===== src/logic/conv_pkg.sv =====
package conv_pkg;

	// window geometry
	localparam int KERNEL = 3;
	localparam int TAPS = KERNEL * KERNEL;

	// newest pixel of the window sits in the bottom right corner
	localparam int TAP_NEWEST = TAPS - 1;

	typedef logic signed [7:0] pixel_t;
	typedef logic signed [7:0] weight_t;
	typedef logic signed [15:0] bias_t;

	// full product of one pixel and one weight
	typedef logic signed [15:0] prod_t;

	// bias plus nine products
	typedef logic signed [20:0] acc_t;

	typedef logic [15:0] coef_word_t;
	typedef logic [7:0] coord_t;

	// tap = kernel row * 3 + kernel column, row 0 on top
	typedef pixel_t [TAPS-1:0] window_t;

	typedef struct packed
	{
		logic valid;
		coord_t row;
		coord_t col;
	} pos_t;

	typedef enum logic
	{
		SCAN_IDLE,
		SCAN_RUN
	} scan_state_e;

	typedef enum logic [1:0]
	{
		LOAD_IDLE,
		LOAD_BIAS,
		LOAD_WEIGHT
	} load_state_e;

endpackage


===== src/logic/coef_loader.sv =====
module coef_loader
	import conv_pkg::*;
#(
	parameter int CHANNELS = 4
)
(
	input logic clk,
	input logic rst,
	input logic coef_load,
	input coef_word_t coef_data,
	output logic coef_read,
	output coord_t coef_addr,
	output logic coef_ready,
	output bias_t [CHANNELS-1:0] biases,
	output weight_t [CHANNELS-1:0][TAPS-1:0] weights
);

	localparam coord_t LAST_CH = coord_t'(CHANNELS - 1);
	localparam coord_t LAST_TAP = coord_t'(TAPS - 1);

	load_state_e state;
	coord_t ch_cnt;
	coord_t tap_cnt;
	logic last_ch;

	assign coef_read = (state != LOAD_IDLE);
	assign last_ch = (ch_cnt == LAST_CH);

	always_ff @(posedge clk or posedge rst)
	begin
		if (rst)
		begin
			state <= LOAD_IDLE;
			coef_addr <= '0;
			ch_cnt <= '0;
			tap_cnt <= '0;
			coef_ready <= 1'b0;
		end
		else
		begin
			case (state)
				LOAD_IDLE:
				begin
					if (coef_load)
					begin
						state <= LOAD_BIAS;
						coef_addr <= '0;
						ch_cnt <= '0;
						tap_cnt <= '0;
						coef_ready <= 1'b0;
					end
				end
				LOAD_BIAS:
				begin
					coef_addr <= coef_addr + 1'b1;
					ch_cnt <= last_ch ? '0 : ch_cnt + 1'b1;
					if (last_ch)
					begin
						state <= LOAD_WEIGHT;
					end
				end
				LOAD_WEIGHT:
				begin
					coef_addr <= coef_addr + 1'b1;
					ch_cnt <= last_ch ? '0 : ch_cnt + 1'b1;
					// weights are stored tap major, channel minor
					if (last_ch)
					begin
						tap_cnt <= tap_cnt + 1'b1;
						if (tap_cnt == LAST_TAP)
						begin
							state <= LOAD_IDLE;
							coef_ready <= 1'b1;
						end
					end
				end
				default:
				begin
					state <= LOAD_IDLE;
				end
			endcase
		end
	end

	always_ff @(posedge clk)
	begin
		if (state == LOAD_BIAS)
		begin
			biases[ch_cnt] <= bias_t'(coef_data);
		end
		if (state == LOAD_WEIGHT)
		begin
			// low byte only
			weights[ch_cnt][tap_cnt] <= weight_t'(coef_data[7:0]);
		end
	end

	addr_in_map: assert property (@(posedge clk) disable iff (rst)
		coef_read |-> coef_addr < CHANNELS * (1 + TAPS));

endmodule


===== config.mk =====
export PLATFORM = sky130hd
export DESIGN_NAME = coef_loader
export DESIGN_NICKNAME = d
export VERILOG_FILES = /design/src/logic/conv_pkg.sv /design/src/logic/coef_loader.sv
export SDC_FILE = /design/constraint.sdc
export NUM_CORES = 1
export LEC_CHECK = 0
export ABC_AREA = 1
export BUFFER_PORTS_ARGS = -buffer_cell sky130_fd_sc_hd__buf_2
export CORE_MARGIN = 3
export CORE_UTILIZATION = 51
export DETAILED_ROUTE_END_ITERATION = 8
export MAX_ROUTING_LAYER = met4
export PLACE_DENSITY = 0.79
export SKIP_LAST_GASP = 1
export SLEW_MARGIN = 20
export SYNTH_ARGS = -nofsm -noshare
export SYNTH_HDL_FRONTEND = slang
export SYNTH_SLANG_ARGS = --single-unit

===== constraint.sdc =====
create_clock -name clk -period 2.7 [get_ports clk]
set_clock_uncertainty 0.05 [all_clocks]
set_input_delay 0.54 -clock clk [delete_from_list [all_inputs] [get_ports clk]]
set_output_delay 0.54 -clock clk [all_outputs]
set_load 0.01 [all_outputs]

==> results.py, run 1 <==
metrics = {
    "status": {
        "status": "finished clean",
    },
    "floorplanning": {
        "dieArea_mm2": 0.0264,
        "coreArea_mm2": 0.0238,
        "initial_core_util_pct": 52.6,
        "fp-row-count": 56,
        "io-pin-count": 381,
        "die_h_um": 162,
        "die_x_um": 162,
    },
    "timing": {
        "period_needed_ns": 2.10,
        "slew-limit-headroom_pct": 40.6,
        "fmax_ghz": 0.476,
        "min_period_over_period_pct": 77.9,
        "rsz0062_at_grt": "false",
        "final-hold-violation-count": 0,
        "holdWs_ns": 0.0403,
        "worstMarginPinSlew_ns": 0.890,
        "tns_ns": 0,
        "setup_viol": 0,
        "maxSlewViolCount": 0,
        "setup_slack_ns": 0.597,
    },
    "global_routing": {
        "antenna_found_initial": 0,
        "track_usage_pct": 25.1,
        "grt_overflow": 0,
        "grt_max_degree": 41,
        "grt_first_pass_wirelength_um": 46900,
        "grt_pass1_vias": 7151,
    },
    "cells_and_area": {
        "final_layout_size_suffix_gt1_share_pct": 43.9,
        "multi_input_area_mm2": 0.00111,
        "nFillCells": 1492,
        "n_antenna_cell": 0,
        "area_growth_pct": 31.7,
        "fin_area_mm2": 0.0165,
        "stdcell_count": 1452,
        "regArea_mm2": 0.0112,
        "fin_nets": 1137,
    },
    "placed_design": {
        "io_buffers": 380,
        "postPlaceCellArea_mm2": 0.0152,
        "placed_cells": 1387,
        "gp_congestion": 0.834,
        "place_ws_ns": 0.614,
        "dp_hpwl_um": 22600,
    },
    "setup_path": {
        "crit_fanout": 8,
        "cp-endpoint": "weights[19]$_DFFE_PP_",
        "reg2reg_slack_ns": 0.60,
        "reg2reg_from": "ch_cnt[4]$_DFFE_PP0P_",
        "r2r_cells": 7,
        "cp-start-kind": "flop",
        "path_delay_family": "simple AND/OR/NAND/NOR gates",
        "path_cells": "nor2_1 -> nand2_1 -> nor3b_4 -> buf_4 -> nand3_1 -> nor2_1 -> buf_4",
        "cp_slowest_cell": "dfrtp_1",
        "critPathLaunch": "ch_cnt[4]$_DFFE_PP0P_",
        "required_ns": 2.87,
        "path_buf_inv": 2,
        "max_stage_delay_ns": 0.41,
        "end_kind": "flop",
        "regToRegEndpoint": "weights[19]$_DFFE_PP_",
        "path_class": "reg -> reg",
        "crit_cells": 7,
        "crit_arrival_ns": 2.28,
    },
    "detailed_routing": {
        "wl_met3_um": 2340,
        "ant_nets": 0,
        "finalWirelength_um": 33100,
        "first_pass_iters": 7,
        "num_vias": 7515,
        "routed.top_layer": "met4",
        "m1WireLength_um": 11900,
        "wl_met2_um": 17600,
        "viasPerCell": 5.18,
        "drc_errors": 0,
        "wl_per_cell_um": 22.8,
        "drtIter0Drc": 764,
    },
    "yosys": {
        "yosys_warnings": 0,
        "yosysMostFrequentCell": "edfxtp_1",
        "netlist.area_leader.share_pct": 84.6,
        "ys_ff_latch": 379,
        "netlist_instances": 634,
        "synth_area_per_cell_um2": 19.7,
        "synth.top_cells.by_count": "edfxtp_1, nand2_1, nor2_1",
        "ys_types": 27,
        "synth-edff-count": 352,
        "synth_top_cell_by_area": "edfxtp_1",
        "ys.flop_type": "edfxtp_1",
        "synth_seq_area_share_pct": 90.0,
        "synth_nets": 665,
        "synthesis.area_mm2": 0.0125,
        "netlist_top_cells_area": "edfxtp_1, dfrtp_1, nand2_1, nor2_1, ha_1",
        "synthArstFlopShare_pct": 7.12,
    },
    "cts": {
        "clock_latency_ns": 0.51,
        "cts_made_buffers": 36,
        "cts_sinks": 379,
        "postCtsSetupBuffers": 0,
        "cts.path.max_buffers": 3,
        "cts-root-buf": "clkbuf_16",
        "htree_levels": 2,
        "clk_pin_slew_worst_paths_ns": 0.06,
        "cts_resized": 0,
        "cts_tree": "yes",
        "hold_buffers": 0,
    },
    "run": {
        "maxCapViolations": 0,
    },
    "pwr": {
        "vdd_drop_max_v": 0.000496,
        "power.density_mw_per_mm2": 832,
        "p_leak_uw": 0.00653,
    },
    "min_path": {
        "holdCritPathClass": "in -> async",
    },
}
## tightest hold or removal path, delay by kind of cell
kind / cells / cell delay (ns)
buffers and inverters: 3 / 0.46
## metrics by stage
step	util (%)	power [uW]
final	69.3	13700
after global routing	69.3	14200
after CTS	69.3	13800
after detailed placement	64.0	8540
after global placement	64.0	8490
after floorplan	-	7840
## layout by cell type, fill, tap and decap left out
master,n
and3_1,2
xnor2_1,1
clkbuf_16,38
nand4_1,5
dfrtp_1,27
ha_1,12
a21oi_1,7
bufinv_16,7
nor2_1,70
nand3_2,1
nor3b_1,1
nand2_1,70
o21ai_2,5
buf_2,380
clkinv_1,7
clkbuf_1,8
and3b_1,1
clkinv_8,1
nor2_4,2
nor3_1,3
nand3b_1,1
clkinvlp_4,1
buf_4,57
o21ai_1,1
clkinv_2,3
a22o_1,1
edfxtp_1,352
o21ai_0,6
nor3b_4,1
nand3_1,28
inv_2,1
inv_1,29
o21bai_1,4
## worst min path at each step
stage                           startpoint                      to  slack [ns]  depth (start not counted)
floorplan             state[1]$_DFFE_PP0P_    state[1]$_DFFE_PP0P_        0.42                          2
global placement    coef_ready$_DFFE_PP0P_  coef_ready$_DFFE_PP0P_        0.42                          2
detailed placement  coef_ready$_DFFE_PP0P_  coef_ready$_DFFE_PP0P_        0.43                          2
CTS                                    rst    state[0]$_DFFE_PP0P_        0.04                          3
global route                           rst  tap_cnt[7]$_DFFE_PP0P_        0.06                          3
finish                                 rst    state[0]$_DFFE_PP0P_        0.04                          3
## final cells by class
cell class              count  share of cell area (%)
flip-flops and latches    379                    68.3
multi-input cells         222                    6.75
clock buffers              46                    5.96
repair buffers            437                    14.2
well taps                 319                    2.43
inverters                  30                   0.684
clock inverters            19                    1.67
## registers in the layout (all words and copies together) (netlist names)
signal,flops
biases,64
coef_addr,8
state,2
ch_cnt,8
coef_ready,1
weights,288
tap_cnt,8
## routing by layer
metal / global-route usage (%) / vias to the layer above
met5: - / -
met4: 10.2 / 0
met3: 4.09 / 79
met2: 43.2 / 424
met1: 29.7 / 3716
li1: - / 3296
## kinds of logic after synthesis
family,count (synthesis),share of synthesized area (%)
AOI/OAI and AO/OA,24,1.22
xor gates and xnor gates,1,0.0701
buffers and inverters,33,1.06
DFF,379,90.0
adders and majority gates,12,1.20
and+or+nand+nor,185,6.40
## where the power goes
| group | switching [uW] | leakage, uW | internal, uW |
|---|---|---|---|
| registers | 121 | 0.00354 | 6740 |
| clock network | 2030 | 0.000606 | 3250 |
| logic | 1090 | 0.00239 | 463 |
| total | 3240 | 0.00653 | 10400 |
Power figures use the tool's default switching activity.
==> inputs of run 2 (changes only) <==
--- a/config.mk
+++ b/config.mk
@@ -8,10 +8,10 @@
 export ABC_AREA = 1
 export BUFFER_PORTS_ARGS = -buffer_cell sky130_fd_sc_hd__buf_2
 export CORE_MARGIN = 3
-export CORE_UTILIZATION = 51
+export CORE_UTILIZATION = 46
 export DETAILED_ROUTE_END_ITERATION = 8
 export MAX_ROUTING_LAYER = met4
-export PLACE_DENSITY = 0.79
+export PLACE_DENSITY = 0.76
 export SKIP_LAST_GASP = 1
 export SLEW_MARGIN = 20
 export SYNTH_ARGS = -nofsm -noshare
==> constraint.sdc (replaced) <==
create_clock -name clk -period 1.79 [get_ports clk]
set_clock_uncertainty 0.05 [all_clocks]
set_input_delay 0.358 -clock clk [delete_from_list [all_inputs] [get_ports clk]]
set_output_delay 0.358 -clock clk [all_outputs]
set_load 0.01 [all_outputs]
==> run 2 against run 1 <==
Net effect:
- the flow now finishes with violations (setup timing)
- via count rose by 1.2%
- maximum frequency up 15%
- flip-flop and latch count stayed put
- sequential power up 50%
- critical path type unchanged
- utilization is 3.0 points lower
- clock power grew 38%
- first-iteration DRC count decreased by 27%
- clock-buffer cell count is 4 higher
- register-to-register slack lost 0.64 ns
- final area up 6.1%
- total power rose by 54%
- setup slack lost 0.64 ns
==> results.py, run 2 (synthesized netlist as in run 1, its figures left out) <==
metrics = {
    "cells_and_area": {
        "area_growth_pct": 39.8,
        "reg_top3": "weights (288), biases (64)",
        "fin_area_mm2": 0.0175,
        "most-common-layout-cells": "buf_2, edfxtp_1, nand2_1",
        "regMostFlops": "weights",
        "fin_nets": 1191,
        "mostFrequentLayoutCell": "buf_2",
        "fin_util_pct": 66.2,
        "final_layout_size_suffix_gt1_share_pct": 51.2,
        "stdcell_count": 1525,
        "n_antenna_cell": 0,
        "largest_register_ffs": 288,
    },
    "placed_design": {
        "place_ws_ns": -0.0958,
        "placed_cells": 1442,
        "io_buffers": 380,
        "dp_hpwl_um": 21700,
        "postPlaceCellArea_mm2": 0.0158,
        "gp_congestion": 0.832,
    },
    "cts": {
        "clk_pin_slew_worst_paths_ns": 0.06,
        "cts.path.max_buffers": 3,
        "cts-root-buf": "clkbuf_16",
        "htree_levels": 2,
        "cts_tree": "yes",
        "cts_made_buffers": 39,
        "cts_sinks": 379,
        "clock_latency_ns": 0.52,
    },
    "global_routing": {
        "grt_first_pass_wirelength_um": 45800,
        "grt_overflow": 0,
        "track_usage_pct": 21.8,
        "grt_pass1_vias": 7511,
        "antenna_found_initial": 0,
        "grt_max_degree": 41,
    },
    "timing": {
        "final-hold-violation-count": 0,
        "fmax_ghz": 0.546,
        "setup_viol": 166,
        "rsz0062_at_grt": "true",
        "period_needed_ns": 1.83,
        "setup_slack_ns": -0.0419,
        "worstMarginPinSlew_ns": 1.01,
        "holdWs_ns": 0.0212,
        "min_period_over_period_pct": 102,
        "maxSlewViolCount": 0,
        "slew-limit-headroom_pct": 32.8,
    },
    "detailed_routing": {
        "num_vias": 7608,
        "first_pass_iters": 5,
        "drtIter0Drc": 560,
        "drc_errors": 0,
        "finalWirelength_um": 32600,
        "viasPerCell": 4.99,
        "ant_nets": 0,
        "wl_per_cell_um": 21.4,
    },
    "min_path": {
        "holdCritPathClass": "in -> reg",
    },
    "setup_path": {
        "cp-start-kind": "flop",
        "path_class": "reg -> reg",
        "required_ns": 1.95,
        "max_stage_delay_ns": 0.39,
        "cp_slowest_cell": "dfrtp_1",
        "path_cells": "nor2_2 -> nand2_2 -> nor3b_4 -> buf_12 -> nand3_4 -> buf_6 -> nor2_4 -> buf_6",
        "cpMostUsedCell": "buf_6",
        "end_kind": "flop",
        "crit_fanout": 8,
        "crit_arrival_ns": 1.99,
    },
    "run": {
        "maxCapViolations": 0,
    },
    "status": {
        "violations": "setup timing",
        "status": "finished with violations",
    },
    "floorplanning": {
        "io-pin-count": 381,
        "die_x_um": 171,
        "coreArea_mm2": 0.0264,
        "initial_core_util_pct": 47.4,
        "dieArea_mm2": 0.0292,
        "fp-row-count": 59,
        "die_h_um": 171,
    },
    "pwr": {
        "power.density_mw_per_mm2": 1210,
        "p_leak_uw": 0.00686,
        "vdd_drop_max_v": 0.000847,
    },
}
-- run 2: changes by cell type in the layout (fill, tap and decap cells not counted), moves of 6 or more --
cell,previous run,this run
buf_6,0,30
nand3_1,28,20
dlygate4sd3_1,0,6
nor2_4,2,22
nor2_1,70,26
bufinv_16,7,0
nand2_1,70,64
buf_12,0,15
nor2_2,0,24
-- run 2: cell type report --
type                       count  area, um2
inverter                      30        113
clock buffer                  50       1040
timing repair buffer         488       3050
clock inverter                21        125
tap                          335        419
multi-input combinational    222       1470
fill                        1795       8900
sequential                   379      11200
-- run 2: path summary, 6_finish.rpt --
path / endpoint / startpoint / cells past startpoint / slack [ns]
hold / removal: biases[28]$_DFFE_PP_ / coef_data[12] / 1 / 0.02
max in group asynchronous: tap_cnt[2]$_DFFE_PP0P_ / rst / 4 / 1.00
setup / recovery: weights[245]$_DFFE_PP_ / tap_cnt[7]$_DFFE_PP0P_ / 8 / -0.04
hold reg to reg: coef_ready$_DFFE_PP0P_ / coef_ready$_DFFE_PP0P_ / 2 / 0.44
min in group asynchronous: coef_addr[0]$_DFFE_PP0P_ / rst / 4 / 0.40
setup reg to reg: weights[245]$_DFFE_PP_ / tap_cnt[7]$_DFFE_PP0P_ / 8 / -0.04
-- run 2: layer usage --
metal	GRT usage (%)	part of all wire [%]
met1	25.8	37
met3	4.41	7.3
met4	9.59	4.1
met5	-	0
met2	36.4	51
-- run 2: power breakdown --
group	switching (uW)	leakage [uW]	internal (uW)
clock	3160	0.000565	4130
combinational	2080	0.00276	1380
sequential	169	0.00354	10200
-- run 2: per-stage QoR --
step | setup TNS, ns | total power [uW]
finish | -2.37 | 21100
global route | -24.50 | 21900
CTS | -0.368 | 21000
detailed placement | -11.09 | 13500
global placement | -9.62 | 13500
floorplan | -33.97 | 11900
-- run 2: timing repair --
action / in CTS / in global routing
gates cloned: 0 / 1
buffers inserted: 2 / 3
hold endpoints to repair: 44 / 0
gates resized for setup: 36 / 46
hold buffers: 6 / 0
pin swaps: 3 / 9
endpoints found under the setup margin: 266 / 372
-- run 2: critical path: cells and delay by family, from the launching register on --
family	cells	cell delay, ns
buffers and inverters	3	0.48
DFF	1	0.39
and+or+nand+nor	5	0.60
==> inputs of run 3 (changes only) <==
--- a/config.mk
+++ b/config.mk
@@ -5,7 +5,6 @@
 export SDC_FILE = /design/constraint.sdc
 export NUM_CORES = 1
 export LEC_CHECK = 0
-export ABC_AREA = 1
 export BUFFER_PORTS_ARGS = -buffer_cell sky130_fd_sc_hd__buf_2
 export CORE_MARGIN = 3
 export CORE_UTILIZATION = 46
==> run 3 against run 2 <==
Net effect:
- the run still ends with setup timing left
- sequential share of layout area decreased by 1.2 points
- wire length increased by 6.7%
- critical endpoint is now weights[185]$_DFFE_PP_
- maximum frequency is 22% lower
- register-to-register slack lost 0.51 ns
- via count grew 2.8%
- sequential power about the same
- die area about the same
- synthesized cell count is 7.3% lower
- setup slack worse by 0.51 ns
- final area up 1.9%
- global-route usage increased by 1.3 points
- clock power up 8.5%
==> results.py, run 3 <==
metrics = {
    "setup_path": {
        "crit_fanout": 8,
        "r2r_cells": 7,
        "required_ns": 1.98,
        "regToRegEndpoint": "weights[185]$_DFFE_PP_",
        "reg2reg_from": "ch_cnt[3]$_DFFE_PP0P_",
        "cp-start-kind": "flop",
        "reg2reg_slack_ns": -0.55,
        "end_kind": "flop",
        "crit_arrival_ns": 2.53,
        "path_class": "reg -> reg",
    },
    "detailed_routing": {
        "drtIter0Drc": 750,
        "wl_per_cell_um": 23.3,
        "ant_nets": 0,
        "first_pass_iters": 5,
        "finalWirelength_um": 34800,
        "drc_errors": 0,
        "viasPerCell": 5.24,
        "num_vias": 7819,
    },
    "timing": {
        "worstMarginPinSlew_ns": 0.383,
        "final-hold-violation-count": 0,
        "maxSlewViolCount": 0,
        "tns_ns": -155.48,
        "setup_slack_ns": -0.548,
        "slew-limit-headroom_pct": 74.3,
        "fmax_ghz": 0.428,
        "period_needed_ns": 2.34,
        "setup_viol": 344,
        "min_period_over_period_pct": 131,
        "rsz0062_at_grt": "true",
    },
    "yosys": {
        "synth_seq_area_share_pct": 90.0,
        "synth.top_cells.by_count": "edfxtp_1, nor2_1, dfrtp_1, nand2_1, ha_1",
        "synth-edff-count": 352,
        "yosysMostFrequentCell": "edfxtp_1",
        "ys.flop_type": "edfxtp_1",
        "synth_nets": 619,
        "synth_top_cell_by_area": "edfxtp_1",
        "netlist.area_leader.share_pct": 84.6,
        "netlist_instances": 588,
        "synthArstFlopShare_pct": 7.12,
        "yosys_warnings": 0,
        "synth_area_per_cell_um2": 21.3,
        "synthesis.area_mm2": 0.0125,
        "netlist_top_cells_area": "edfxtp_1, dfrtp_1, nor2_1, ha_1, nand2_1",
        "ys_ff_latch": 379,
        "ys_types": 43,
    },
    "placed_design": {
        "placed_cells": 1396,
        "io_buffers": 380,
        "place_ws_ns": -0.569,
        "dp_hpwl_um": 21900,
        "postPlaceCellArea_mm2": 0.0159,
        "gp_congestion": 0.887,
    },
    "min_path": {
        "hold_start": "coef_data[10]",
        "min_path_cells": 1,
        "holdCritPathClass": "in -> reg",
        "worstHoldEndpoint": "biases[10]$_DFFE_PP_",
    },
    "pwr": {
        "p_leak_uw": 0.00688,
        "p_int_uw": 16500,
        "vdd_drop_max_v": 0.000957,
        "pwr-share-clk_pct": 35.7,
        "power.density_mw_per_mm2": 1250,
        "power_switching_uw": 5620,
        "combPwrFrac_pct": 17.5,
        "netSwitchingFraction_pct": 25.4,
        "p_seq_share_pct": 46.8,
    },
    "cts": {
        "cts_made_buffers": 38,
        "clk_pin_slew_worst_paths_ns": 0.07,
        "cts.path.max_buffers": 3,
        "cts-root-buf": "clkbuf_16",
        "clock_latency_ns": 0.52,
        "htree_levels": 2,
        "cts_tree": "yes",
        "cts_sinks": 379,
    },
    "cells_and_area": {
        "regArea_mm2": 0.0112,
        "reg_top3": "weights (288), biases (64)",
        "final_layout_size_suffix_gt1_share_pct": 54.8,
        "most-common-layout-cells": "buf_2, edfxtp_1, buf_4",
        "mostFrequentLayoutCell": "buf_2",
        "n_antenna_cell": 0,
        "regMostFlops": "weights",
        "fin_nets": 1157,
        "stdcell_count": 1491,
        "largest_register_ffs": 288,
        "fin_util_pct": 67.5,
        "multi_input_area_mm2": 0.00159,
        "nFillCells": 1681,
        "fin_area_mm2": 0.0178,
        "area_growth_pct": 42.3,
    },
    "floorplanning": {
        "fp-row-count": 59,
        "coreArea_mm2": 0.0264,
        "die_h_um": 171,
        "die_x_um": 171,
        "initial_core_util_pct": 47.4,
        "dieArea_mm2": 0.0292,
        "io-pin-count": 381,
    },
    "global_routing": {
        "grt_max_degree": 41,
        "grt_overflow": 0,
        "grt_pass1_vias": 7639,
        "antenna_found_initial": 0,
        "grt_first_pass_wirelength_um": 48700,
        "track_usage_pct": 23.1,
    },
    "status": {
        "violations": "setup timing",
        "status": "finished with violations",
    },
    "run": {
        "maxCapViolations": 0,
    },
}
==> run 3: cell count changes in the layout (fill, tap and decap cells not counted), moves of 5 or more <==
cell / change
nand2_1: -39
inv_1: -19
nor2_1: -17
buf_6: +15
nand3_1: -13
clkbuf_1: -8
and3_4: +6
nor2_4: -6
xor2_1: +6
a31oi_1: +5
o21ai_2: -5
==> run 3: power groups by stage <==
stage	logic (uW)	clock network [uW]	registers, uW
finish	3880	7910	10400
global route	4150	8390	10400
CTS	3510	8040	10400
detailed placement	3040	0	10600
global placement	2980	0	10600
floorplan	1290	0	10800
==> run 3: routing by layer <==
metal / up-vias / track usage [%] / routed length, um
met3: 93 / 3.63 / 2260
met2: 435 / 40.7 / 18600
met5: - / - / 0
met1: 3916 / 27.3 / 12700
li1: 3375 / - / -
met4: 0 / 8.08 / 1190
==> run 3: what timing repair did <==
item	4_1_cts	5_1_grt
hold buffers	5	0
pin swaps	24	15
buffers inserted	9	8
cloned	2	1
setup endpoints to repair	360	370
hold endpoints to repair	43	0
gates resized for setup	69	26
==> run 3: layout make-up <==
| cell class | instances | area share (%) |
|---|---|---|
| inverter | 11 | 0.246 |
| multi-input combinational | 192 | 8.92 |
| timing repair buffer | 504 | 18.2 |
| clock inverter | 29 | 1.58 |
| sequential | 379 | 63.2 |
| clock buffer | 41 | 5.53 |
| tap | 335 | 2.36 |
==> run 3: worst max path at each step <==
stage	slack, ns	to	from
5_1_grt	-0.63	weights[99]$_DFFE_PP_	ch_cnt[3]$_DFFE_PP0P_
2_1_floorplan	-0.52	weights[104]$_DFFE_PP_	tap_cnt[4]$_DFFE_PP0P_
6_report	-0.55	weights[185]$_DFFE_PP_	ch_cnt[3]$_DFFE_PP0P_
4_1_cts	-0.56	weights[174]$_DFFE_PP_	ch_cnt[3]$_DFFE_PP0P_
3_5_place_dp	-0.57	weights[174]$_DFFE_PP_	tap_cnt[4]$_DFFE_PP0P_
3_3_place_gp	-0.52	weights[109]$_DFFE_PP_	tap_cnt[4]$_DFFE_PP0P_
==> run 3: critical path, cell delays in order, from the launching register on <==
cell and delay, ns:
dfrtp_1 0.38, or4_4 0.55, nor4_4 0.32, buf_12 0.17
buf_4 0.12, nand3_4 0.15, nor2_4 0.16, buf_6 0.15
==> run 3: cells by family (layout without fill, tap and decap cells) <==
group           count (synthesis)  count (layout)  synth area share (%)
flops                         379             379                  90.0
buf+inv                        19             585                 0.571
fa+ha+maj                      12              12                  1.20
xor+xnor                        6               6                 0.420
simple gates                  125             127                  5.09
compound gates                 43              43                  2.41
mux                             4               4                 0.340
==> run 3: through the flow <==
| stage | power, uW | hold slack, ns |
|---|---|---|
| 6_report | 22200 | 0.0262 |
| 5_1_grt | 22900 | 0.0125 |
| 4_1_cts | 21900 | 0.00143 |
| 3_5_place_dp | 13600 | 0.404 |
| 3_3_place_gp | 13500 | 0.390 |
| 2_1_floorplan | 12000 | 0.361 |
